File: src/hdl/alu_pkg.sv
`default_nettype none

package alu_pkg;

    // default data width, a multiple of 8 for the byte reverse
    parameter int XLEN_DEF = 32;

    // bits examined per cycle by the bit counter, must divide the data width
    parameter int CNT_STEP_DEF = 8;

    // width of the counting cycle counter
    parameter int CNT_BITS = 6;

    // compare flags that go with every result
    parameter int FLAG_W   = 3;
    parameter int FLAG_EQ  = 0;
    parameter int FLAG_LT  = 1;
    parameter int FLAG_LTU = 2;

    typedef enum logic [4:0] {
        ALU_AND    = 5'd0,
        ALU_OR     = 5'd1,
        ALU_XOR    = 5'd2,
        ALU_SLL    = 5'd3,
        ALU_SRL    = 5'd4,
        ALU_SRA    = 5'd5,
        ALU_SLT    = 5'd6,
        ALU_SLTU   = 5'd7,
        ALU_ADD    = 5'd8,
        ALU_SUB    = 5'd9,
        ALU_MUL    = 5'd10,
        ALU_MULH   = 5'd11,
        ALU_DIV    = 5'd12,
        ALU_DIVU   = 5'd13,
        ALU_REM    = 5'd14,
        ALU_REMU   = 5'd15,
        ALU_PACK   = 5'd16,
        ALU_REV8   = 5'd17,
        ALU_SH1ADD = 5'd18,
        ALU_CPOP   = 5'd19,
        ALU_CTZ    = 5'd20
    } alu_op_e;

endpackage

`default_nettype wire

File: src/hdl/alu_issue_stage.sv
`default_nettype none

module alu_issue_stage #(
    parameter int XLEN = alu_pkg::XLEN_DEF
) (
    input  logic             clk_i,
    input  logic             rstn_i,

    input  logic             req_valid_i,
    input  alu_pkg::alu_op_e req_op_i,
    input  logic [XLEN-1:0]  req_src1_i,
    input  logic [XLEN-1:0]  req_src2_i,
    output logic             req_ready_o,

    input  logic             res_valid_i,
    input  logic             res_ready_i,

    output logic             op_valid_o,
    output alu_pkg::alu_op_e op_o,
    output logic [XLEN-1:0]  src1_o,
    output logic [XLEN-1:0]  src2_o
);

    logic             held_r;
    alu_pkg::alu_op_e op_r;
    logic [XLEN-1:0]  src1_r;
    logic [XLEN-1:0]  src2_r;
    logic             complete;
    logic             take;

    // held request finishes this cycle, so its slot can be refilled at once
    assign complete    = held_r && res_valid_i && res_ready_i;
    assign req_ready_o = !held_r || complete;
    assign take        = req_valid_i && req_ready_o;

    always_ff @(posedge clk_i) begin
        if (!rstn_i) begin
            held_r <= 1'b0;
        end else if (take) begin
            held_r <= 1'b1;
        end else if (complete) begin
            held_r <= 1'b0;
        end
    end

    always_ff @(posedge clk_i) begin
        if (take) begin
            op_r   <= req_op_i;
            src1_r <= req_src1_i;
            src2_r <= req_src2_i;
        end
    end

    assign op_valid_o = held_r;
    assign op_o       = op_r;
    assign src1_o     = src1_r;
    assign src2_o     = src2_r;

endmodule

`default_nettype wire

File: src/hdl/alu_divider.sv
`default_nettype none

module alu_divider #(
    parameter int XLEN = alu_pkg::XLEN_DEF
) (
    input  logic            clk_i,
    input  logic            rstn_i,

    input  logic            start_i,
    input  logic            signed_i,
    input  logic            want_rem_i,
    input  logic [XLEN-1:0] dividend_i,
    input  logic [XLEN-1:0] divisor_i,

    input  logic            ack_i,
    output logic            done_o,
    output logic [XLEN-1:0] result_o
);

    localparam int STEP_W = $clog2(XLEN + 1);

    localparam logic [1:0] ST_IDLE = 2'd0;
    localparam logic [1:0] ST_RUN  = 2'd1;
    localparam logic [1:0] ST_FIX  = 2'd2;
    localparam logic [1:0] ST_DONE = 2'd3;

    logic [1:0]        state_r;
    logic [STEP_W-1:0] step_r;
    logic [XLEN-1:0]   quo_r;
    logic [XLEN-1:0]   rem_r;
    logic [XLEN-1:0]   div_r;
    logic [XLEN-1:0]   result_r;
    logic              neg_quo_r;
    logic              neg_rem_r;
    logic              want_rem_r;
    logic [XLEN-1:0]   abs_dividend;
    logic [XLEN-1:0]   abs_divisor;
    logic [XLEN+1:0]   trial;

    assign abs_dividend = (signed_i && dividend_i[XLEN-1]) ? -dividend_i : dividend_i;
    assign abs_divisor  = (signed_i && divisor_i[XLEN-1]) ? -divisor_i : divisor_i;

    // shift in the next dividend bit and try the subtraction, top bit is the borrow
    assign trial = {1'b0, rem_r, quo_r[XLEN-1]} - {2'b00, div_r};

    always_ff @(posedge clk_i) begin
        if (!rstn_i) begin
            state_r <= ST_IDLE;
            step_r  <= '0;
        end else begin
            case (state_r)
                ST_IDLE: begin
                    step_r <= '0;
                    if (start_i) begin
                        state_r <= ST_RUN;
                    end
                end
                ST_RUN: begin
                    step_r <= step_r + STEP_W'(1);
                    if (step_r == STEP_W'(XLEN - 1)) begin
                        state_r <= ST_FIX;
                    end
                end
                ST_FIX:  state_r <= ST_DONE;
                default: begin
                    if (ack_i) begin
                        state_r <= ST_IDLE;
                    end
                end
            endcase
        end
    end

    always_ff @(posedge clk_i) begin
        if (state_r == ST_IDLE && start_i) begin
            quo_r      <= abs_dividend;
            rem_r      <= '0;
            div_r      <= abs_divisor;
            neg_quo_r  <= signed_i && (dividend_i[XLEN-1] ^ divisor_i[XLEN-1]);
            neg_rem_r  <= signed_i && dividend_i[XLEN-1];
            want_rem_r <= want_rem_i;
        end else if (state_r == ST_RUN) begin
            if (trial[XLEN+1]) begin
                rem_r <= {rem_r[XLEN-2:0], quo_r[XLEN-1]};
            end else begin
                rem_r <= trial[XLEN-1:0];
            end
            quo_r <= {quo_r[XLEN-2:0], !trial[XLEN+1]};
        end else if (state_r == ST_FIX) begin
            // most negative by -1 lands here with equal signs, so quotient
            // stays the dividend and remainder is 0
            if (want_rem_r) begin
                result_r <= neg_rem_r ? -rem_r : rem_r;
            end else begin
                result_r <= neg_quo_r ? -quo_r : quo_r;
            end
        end
    end

    assign done_o   = state_r == ST_DONE;
    assign result_o = result_r;

endmodule

`default_nettype wire

File: src/hdl/alu_core.sv
`default_nettype none

module alu_core #(
    parameter int XLEN     = alu_pkg::XLEN_DEF,
    parameter int CNT_STEP = alu_pkg::CNT_STEP_DEF
) (
    input  logic                         clk_i,
    input  logic                         rstn_i,

    input  alu_pkg::alu_op_e             op_i,
    input  logic                         op_valid_i,
    input  logic [XLEN-1:0]              src1_i,
    input  logic [XLEN-1:0]              src2_i,

    input  logic                         res_ready_i,
    output logic                         res_valid_o,
    output logic [XLEN-1:0]              res_data_o,
    output logic [alu_pkg::FLAG_W-1:0]   res_flags_o
);

    import alu_pkg::*;

    localparam int SHAMT_W = $clog2(XLEN);
    localparam int NSLICE  = XLEN / CNT_STEP;

    logic signed [2*XLEN-1:0] prod;
    logic                     eq;
    logic                     lt;
    logic                     ltu;

    logic [CNT_BITS-1:0]      cnt_r;
    logic [XLEN-1:0]          acc_r;
    logic                     ctz_found_r;
    logic                     is_cnt;
    logic                     cnt_last;
    logic [XLEN-1:0]          cnt_shift;
    logic [CNT_STEP-1:0]      slice;
    logic [XLEN-1:0]          slice_cnt;
    logic                     ctz_run;

    logic                     div_started_r;
    logic                     is_div;
    logic                     div_zero;
    logic                     div_start;
    logic                     div_done;
    logic [XLEN-1:0]          div_result;
    logic                     res_done;

    assign eq   = src1_i == src2_i;
    assign lt   = $signed(src1_i) < $signed(src2_i);
    assign ltu  = src1_i < src2_i;

    // one signed product feeds both MUL and MULH
    assign prod = $signed(src1_i) * $signed(src2_i);

    assign res_flags_o[FLAG_EQ]  = eq;
    assign res_flags_o[FLAG_LT]  = lt;
    assign res_flags_o[FLAG_LTU] = ltu;

    assign res_done = res_valid_o && res_ready_i;

    // bit counting, one slice per cycle selected by the cycle counter
    assign is_cnt    = (op_i == ALU_CPOP) || (op_i == ALU_CTZ);
    assign cnt_last  = cnt_r == CNT_BITS'(NSLICE);
    assign cnt_shift = src1_i >> (cnt_r * CNT_STEP);
    assign slice     = cnt_shift[CNT_STEP-1:0];

    always_comb begin
        slice_cnt = '0;
        // zeros only count until the first set bit of the whole word
        ctz_run   = !ctz_found_r;
        for (int i = 0; i < CNT_STEP; i++) begin
            if (op_i == ALU_CPOP) begin
                slice_cnt = slice_cnt + XLEN'(slice[i]);
            end else if (slice[i]) begin
                ctz_run = 1'b0;
            end else if (ctz_run) begin
                slice_cnt = slice_cnt + XLEN'(1);
            end
        end
    end

    assign is_div    = (op_i == ALU_DIV) || (op_i == ALU_DIVU) ||
                       (op_i == ALU_REM) || (op_i == ALU_REMU);
    assign div_zero  = src2_i == '0;
    assign div_start = op_valid_i && is_div && !div_zero && !div_started_r;

    always_ff @(posedge clk_i) begin
        if (!rstn_i) begin
            cnt_r         <= '0;
            acc_r         <= '0;
            ctz_found_r   <= 1'b0;
            div_started_r <= 1'b0;
        end else if (res_done || !op_valid_i) begin
            cnt_r         <= '0;
            acc_r         <= '0;
            ctz_found_r   <= 1'b0;
            div_started_r <= 1'b0;
        end else begin
            // stop at the last slice and hold while the result waits
            if (is_cnt && !cnt_last) begin
                cnt_r       <= cnt_r + CNT_BITS'(1);
                acc_r       <= acc_r + slice_cnt;
                ctz_found_r <= ctz_found_r || (|slice);
            end
            if (div_start) begin
                div_started_r <= 1'b1;
            end
        end
    end

    always_comb begin
        res_valid_o = op_valid_i;
        res_data_o  = '0;
        case (op_i)
            ALU_AND:    res_data_o = src1_i & src2_i;
            ALU_OR:     res_data_o = src1_i | src2_i;
            ALU_XOR:    res_data_o = src1_i ^ src2_i;
            ALU_SLL:    res_data_o = src1_i << src2_i[SHAMT_W-1:0];
            ALU_SRL:    res_data_o = src1_i >> src2_i[SHAMT_W-1:0];
            ALU_SRA:    res_data_o = $signed(src1_i) >>> src2_i[SHAMT_W-1:0];
            ALU_SLT:    res_data_o = XLEN'(lt);
            ALU_SLTU:   res_data_o = XLEN'(ltu);
            ALU_ADD:    res_data_o = src1_i + src2_i;
            ALU_SUB:    res_data_o = src1_i - src2_i;
            ALU_MUL:    res_data_o = prod[XLEN-1:0];
            ALU_MULH:   res_data_o = prod[2*XLEN-1:XLEN];
            ALU_DIV, ALU_DIVU: begin
                if (div_zero) begin
                    res_data_o = '1;
                end else begin
                    res_data_o  = div_result;
                    res_valid_o = op_valid_i && div_done;
                end
            end
            ALU_REM, ALU_REMU: begin
                if (div_zero) begin
                    res_data_o = src1_i;
                end else begin
                    res_data_o  = div_result;
                    res_valid_o = op_valid_i && div_done;
                end
            end
            ALU_PACK:   res_data_o = {src2_i[XLEN/2-1:0], src1_i[XLEN/2-1:0]};
            ALU_REV8: begin
                for (int b = 0; b < XLEN / 8; b++) begin
                    res_data_o[8*b +: 8] = src1_i[XLEN-8-8*b +: 8];
                end
            end
            ALU_SH1ADD: res_data_o = {src1_i[XLEN-2:0], 1'b0} + src2_i;
            ALU_CPOP, ALU_CTZ: begin
                res_data_o  = acc_r;
                res_valid_o = op_valid_i && cnt_last;
            end
            default:    res_data_o = '0;
        endcase
    end

    alu_divider #(
        .XLEN (XLEN)
    ) divider_i (
        .clk_i      (clk_i),
        .rstn_i     (rstn_i),
        .start_i    (div_start),
        .signed_i   ((op_i == ALU_DIV) || (op_i == ALU_REM)),
        .want_rem_i ((op_i == ALU_REM) || (op_i == ALU_REMU)),
        .dividend_i (src1_i),
        .divisor_i  (src2_i),
        .ack_i      (res_done),
        .done_o     (div_done),
        .result_o   (div_result)
    );

endmodule

`default_nettype wire

File: src/hdl/alu_result_fifo.sv
`default_nettype none

module alu_result_fifo #(
    parameter int XLEN = alu_pkg::XLEN_DEF
) (
    input  logic                       clk_i,
    input  logic                       rstn_i,

    input  logic                       in_valid_i,
    input  logic [XLEN-1:0]            in_data_i,
    input  logic [alu_pkg::FLAG_W-1:0] in_flags_i,
    output logic                       in_ready_o,

    output logic                       out_valid_o,
    output logic [XLEN-1:0]            out_data_o,
    output logic [alu_pkg::FLAG_W-1:0] out_flags_o,
    input  logic                       out_ready_i
);

    import alu_pkg::*;

    logic [XLEN-1:0]   mem_data  [2];
    logic [FLAG_W-1:0] mem_flags [2];
    logic              wr_ptr_r;
    logic              rd_ptr_r;
    logic [1:0]        count_r;
    logic              do_wr;
    logic              do_rd;

    assign out_valid_o = count_r != 2'd0;
    // a read in the same cycle frees a slot when full
    assign in_ready_o  = (count_r != 2'd2) || out_ready_i;
    assign do_wr       = in_valid_i && in_ready_o;
    assign do_rd       = out_valid_o && out_ready_i;

    always_ff @(posedge clk_i) begin
        if (do_wr) begin
            mem_data[wr_ptr_r]  <= in_data_i;
            mem_flags[wr_ptr_r] <= in_flags_i;
        end
    end

    always_ff @(posedge clk_i) begin
        if (!rstn_i) begin
            wr_ptr_r <= 1'b0;
            rd_ptr_r <= 1'b0;
            count_r  <= 2'd0;
        end else begin
            if (do_wr) begin
                wr_ptr_r <= !wr_ptr_r;
            end
            if (do_rd) begin
                rd_ptr_r <= !rd_ptr_r;
            end
            if (do_wr && !do_rd) begin
                count_r <= count_r + 2'd1;
            end else if (do_rd && !do_wr) begin
                count_r <= count_r - 2'd1;
            end
        end
    end

    assign out_data_o  = mem_data[rd_ptr_r];
    assign out_flags_o = mem_flags[rd_ptr_r];

endmodule

`default_nettype wire

File: src/hdl/alu_top.sv
`default_nettype none

module alu_top #(
    parameter int XLEN     = alu_pkg::XLEN_DEF,
    parameter int CNT_STEP = alu_pkg::CNT_STEP_DEF
) (
    input  logic                       clk_i,
    input  logic                       rstn_i,

    input  logic                       req_valid_i,
    input  alu_pkg::alu_op_e           req_op_i,
    input  logic [XLEN-1:0]            req_src1_i,
    input  logic [XLEN-1:0]            req_src2_i,
    output logic                       req_ready_o,

    output logic                       rsp_valid_o,
    output logic [XLEN-1:0]            rsp_data_o,
    output logic [alu_pkg::FLAG_W-1:0] rsp_flags_o,
    input  logic                       rsp_ready_i
);

    import alu_pkg::*;

    logic              op_valid;
    alu_op_e           op;
    logic [XLEN-1:0]   src1;
    logic [XLEN-1:0]   src2;
    logic              res_valid;
    logic [XLEN-1:0]   res_data;
    logic [FLAG_W-1:0] res_flags;
    logic              res_ready;

    alu_issue_stage #(
        .XLEN (XLEN)
    ) issue_i (
        .clk_i       (clk_i),
        .rstn_i      (rstn_i),
        .req_valid_i (req_valid_i),
        .req_op_i    (req_op_i),
        .req_src1_i  (req_src1_i),
        .req_src2_i  (req_src2_i),
        .req_ready_o (req_ready_o),
        .res_valid_i (res_valid),
        .res_ready_i (res_ready),
        .op_valid_o  (op_valid),
        .op_o        (op),
        .src1_o      (src1),
        .src2_o      (src2)
    );

    alu_core #(
        .XLEN     (XLEN),
        .CNT_STEP (CNT_STEP)
    ) core_i (
        .clk_i       (clk_i),
        .rstn_i      (rstn_i),
        .op_i        (op),
        .op_valid_i  (op_valid),
        .src1_i      (src1),
        .src2_i      (src2),
        .res_ready_i (res_ready),
        .res_valid_o (res_valid),
        .res_data_o  (res_data),
        .res_flags_o (res_flags)
    );

    alu_result_fifo #(
        .XLEN (XLEN)
    ) fifo_i (
        .clk_i       (clk_i),
        .rstn_i      (rstn_i),
        .in_valid_i  (res_valid),
        .in_data_i   (res_data),
        .in_flags_i  (res_flags),
        .in_ready_o  (res_ready),
        .out_valid_o (rsp_valid_o),
        .out_data_o  (rsp_data_o),
        .out_flags_o (rsp_flags_o),
        .out_ready_i (rsp_ready_i)
    );

endmodule

`default_nettype wire

File: config.mk
export PLATFORM = sky130hd
export DESIGN_NAME = alu_top
export DESIGN_NICKNAME = d
export VERILOG_FILES = /design/src/hdl/alu_pkg.sv /design/src/hdl/alu_issue_stage.sv /design/src/hdl/alu_divider.sv /design/src/hdl/alu_core.sv /design/src/hdl/alu_result_fifo.sv /design/src/hdl/alu_top.sv
export SDC_FILE = /design/constraint.sdc
export NUM_CORES = 2
export LEC_CHECK = 0
export ABC_AREA = 0
export BUFFER_PORTS_ARGS = -buffer_cell sky130_fd_sc_hd__buf_4
export CAP_MARGIN = 30
export CORE_ASPECT_RATIO = 0.75
export CORE_MARGIN = 2
export CORE_UTILIZATION = 48
export CTS_CLUSTER_SIZE = 24
export DETAILED_ROUTE_END_ITERATION = 6
export PLACE_DENSITY = 0.71
export SLEW_MARGIN = 0
export SYNTH_ARGS = -nofsm -noshare
export SYNTH_HDL_FRONTEND = slang
export SYNTH_SLANG_ARGS = --single-unit
File: constraint.sdc
create_clock -name clk_i -period 10.2 [get_ports clk_i]
set_clock_uncertainty 0.15 [all_clocks]
set_input_delay 0.51 -clock clk_i [delete_from_list [all_inputs] [get_ports clk_i]]
set_output_delay 0.51 -clock clk_i [all_outputs]
set_load 0.02 [all_outputs]
==> impl_metrics.csv <==
group,metric,value,unit
grt,grt_pass1_vias,55722,
clocking,cts_buffers,41,
clocking,clkSinkCount,324,
yosys,yosys.area_share.simple,13.8,%
timing,maxSlewViolCount,0,
worst_setup_path,cp_top_family,"adder cells",
route,vias,57334,
yosys,synth_xor_area_share,4.24,%
die,die_h,320,microns
timing,worst_pin_slew,1.16,ns
final_layout,final_nets,9092,
route,drc,0,
yosys,synth_seq_cells,324,
timing,setup_tns,0,ns
placement,dp_slack,0.0430,ns
yosys,synthArstFlopShare,0,%
placement,dpl_cell_area,68000,sq um
yosys,synth-compound-area-share,12.4,%
worst_setup_path,path_buf_inv,7,
status,status,"finished clean",
grt,antenna_found_initial,20,
clocking,cts_tree,"built",
route,drtIter0Drc,7826,
worst_setup_path,worstSetupPathType,"reg2reg",
die,coreArea,132000,sq um
worst_hold_path,hold_class,"in2reg",
yosys,synth_cell_type_count,96,
grt,grt_pass1_wl,405000,microns
yosys,syn_inst,7399,
yosys,ys_warn_count,0,
grt,grt_max_degree,82,
yosys,synth_flop_cell,"edfxtp_1",
flow_run,maxCapViolCount,0,
worst_setup_path,critPathArrivalTime,10.19,ns
timing,rsz0062_at_grt,"false",
yosys,seq_area_frac_synth,13.9,%
worst_setup_path,crit_path_end_kind,"register",
yosys,yosys-mux-area-fraction,3.51,%
timing,timing.final.crit_share,98.6,%
yosys,synth-adder-area-share,41.6,%
grt,grt-ovfl-total,0,
route,drtAntennaViolNets,0,
clocking,cts-root-buf,"clkbuf_16",
route,drt_wl_total,284000,microns
timing,relSlewSlack,21.9,%
placement,hpwl,227000,microns
grt,grt_util_all_layers,41.6,%
die,die-width,425,microns
timing,worst_slack,0.147,ns
final_layout,final_cell_mix,"1341 x inv_1, 1087 x fa_1, 1083 x nand2_1",
timing,hold_viol,0,
die,rows,115,
route,dr.pass1.iters,6,
worst_setup_path,timing.critical_path.slowest_stage_cell,"edfxtp_1",
yosys,syn-mean-instance-area,8.63,sq um
clocking,cts.path.max_buffers,3,
timing,max_freq,99.5,MHz
clocking,htree_levels,2,
die,die_area,136000,sq um
final_layout,post-route-cell-area,70500,sq um
timing,post-route-min-period,10.05,ns
worst_setup_path,max_stage_delay,0.96,ns
worst_setup_path,r2r-start,"issue_i.src2_o[6]$_DFFE_PP_",
yosys,synth_top_family_by_area,"adder cells",
die,pin_count,110,
worst_hold_path,hold_start,"rstn_i",
placement,io_buffers,109,
final_layout,area_growth,10.3,%
timing,setup_viol,0,
die,start_util,48.6,%
route,post_drt_wl_per_cell,30.3,microns
placement,place_congestion,1.08,
clocking,insertion_delay,0.64,ns
worst_setup_path,worstPathMaxFanout,10,
timing,hold_slack,0.0740,ns
final_layout,final_common_cell,"inv_1",
worst_setup_path,crit_top_cell,"fa_1",
yosys,synth.cell_area,63900,sq um
route,viasPerCell,6.13,
final_layout,layout-drive-gt1-share,8.46,%
yosys,synth_edf_count,238,
clocking,path_clk_slew,0.06,ns
worst_setup_path,startpoint,"issue_i.src2_o[6]$_DFFE_PP_",
worst_setup_path,start_kind,"register",
worst_setup_path,crit_required,10.34,ns
cell usage after synthesis (12+ instances only):
cell          n  area [sq um]
o31ai_1      47           353
buf_1       109           409
nor3_1       55           275
fa_1       1087         21800
mux4_2       13           293
nand4_1      26           163
a22oi_1      26           195
nor3b_1      14           105
nand2_1    1085          4070
or4_1        15           113
o21a_1       22           165
o2111ai_1    15           131
a31oi_1      30           188
nor4_1       25           156
nor2b_1      39           244
a2111oi_0    12           105
o211ai_1     42           315
a21oi_1     323          1620
nor2_1      527          1980
nand2b_1     40           250
xor2_1      100           876
mux2_2       46           518
a222oi_1     15           150
nand3_1     125           626
o41ai_1      18           158
a211oi_1     33           248
a221oi_1     49           429
or3_1        39           244
a21o_1       84           631
ha_1        385          4820
o21ai_0     362          1810
clkbuf_1    310          1160
xnor2_1     203          1780
edfxtp_1    238          7150
and3_1       30           188
o21bai_1     31           233
dfxtp_1      86          1720
o22ai_1      21           131
and2_1       24           150
o221ai_1     25           219
inv_1      1344          5040
mux2i_1     130          1300
per-stage QoR:
step / cells / utilization, %
after floorplan: 7400 / -
after global placement: 9153 / 51.6
after detailed placement: 9160 / 51.7
after CTS: 9307 / 53.3
after global routing: 9337 / 53.6
final: 9346 / 53.6
sequential cells by signal (all words and copies together), names as in the netlist, 2 cells and up, named ones only:
signal and count:
issue_i.src1_o 32, fifo_i.count_r 2, core_i.acc_r 32, core_i.divider_i.quo_r 32, fifo_i.mem_flags 6, core_i.divider_i.step_r 6, core_i.divider_i.rem_r 32, issue_i.src2_o 32
core_i.divider_i.state_r 2, core_i.divider_i.result_o 32, fifo_i.mem_data 64, core_i.divider_i.div_r 32, core_i.cnt_r 6, issue_i.op_o 5
cell families after synthesis:
logic type      after synthesis
mux                         194
compound gates             1246
simple gates               2074
buf+inv                    1782
xor+xnor                    306
fa+ha+maj                  1472
other cells                   1
flops                       324
per-layer routing:
layer  global-route usage (%)  up-vias  wire (microns)
met5                        0        -             321
met4                     17.3       24           15500
met3                     13.2      712           39000
met2                     58.3     3883          114000
met1                     59.0    28726          115000
li1                         -    23989               -
final timing paths:
path / slack, ns / end / depth (start not counted)
max: 0.15 / fifo_i.mem_data[1][27]$_DFFE_PP_ / 29
min reg2reg: 0.31 / core_i.div_started_r$_SDFFE_PP0P_ / 2
min: 0.07 / issue_i.op_valid_o$_SDFFE_PN0P_ / 2
max reg2reg: 0.15 / fifo_i.mem_data[1][27]$_DFFE_PP_ / 29
what timing repair did:
action / in CTS / in global routing
pin swaps: 0 / 2
endpoints found under the setup margin: 2 / 34
hold buffers: 70 / 0
resized for setup: 0 / 19
hold endpoints to repair: 70 / 0
gates cloned: 0 / 0
buffers inserted: 1 / 24
layout make-up:
type	count	area, sq um
fillers	12047	61100
multi-input cells	5294	48400
flip-flops and latches	324	8870
inverters	1360	5120
repair buffers	526	4460
well taps	1755	2200
clock buffers	52	1080
clock inverters	24	310
diodes	11	27.5
Power is left out: the tool's default activity adds up to more than one toggle a clock period on the data nets, which glitch-free logic cannot reach.
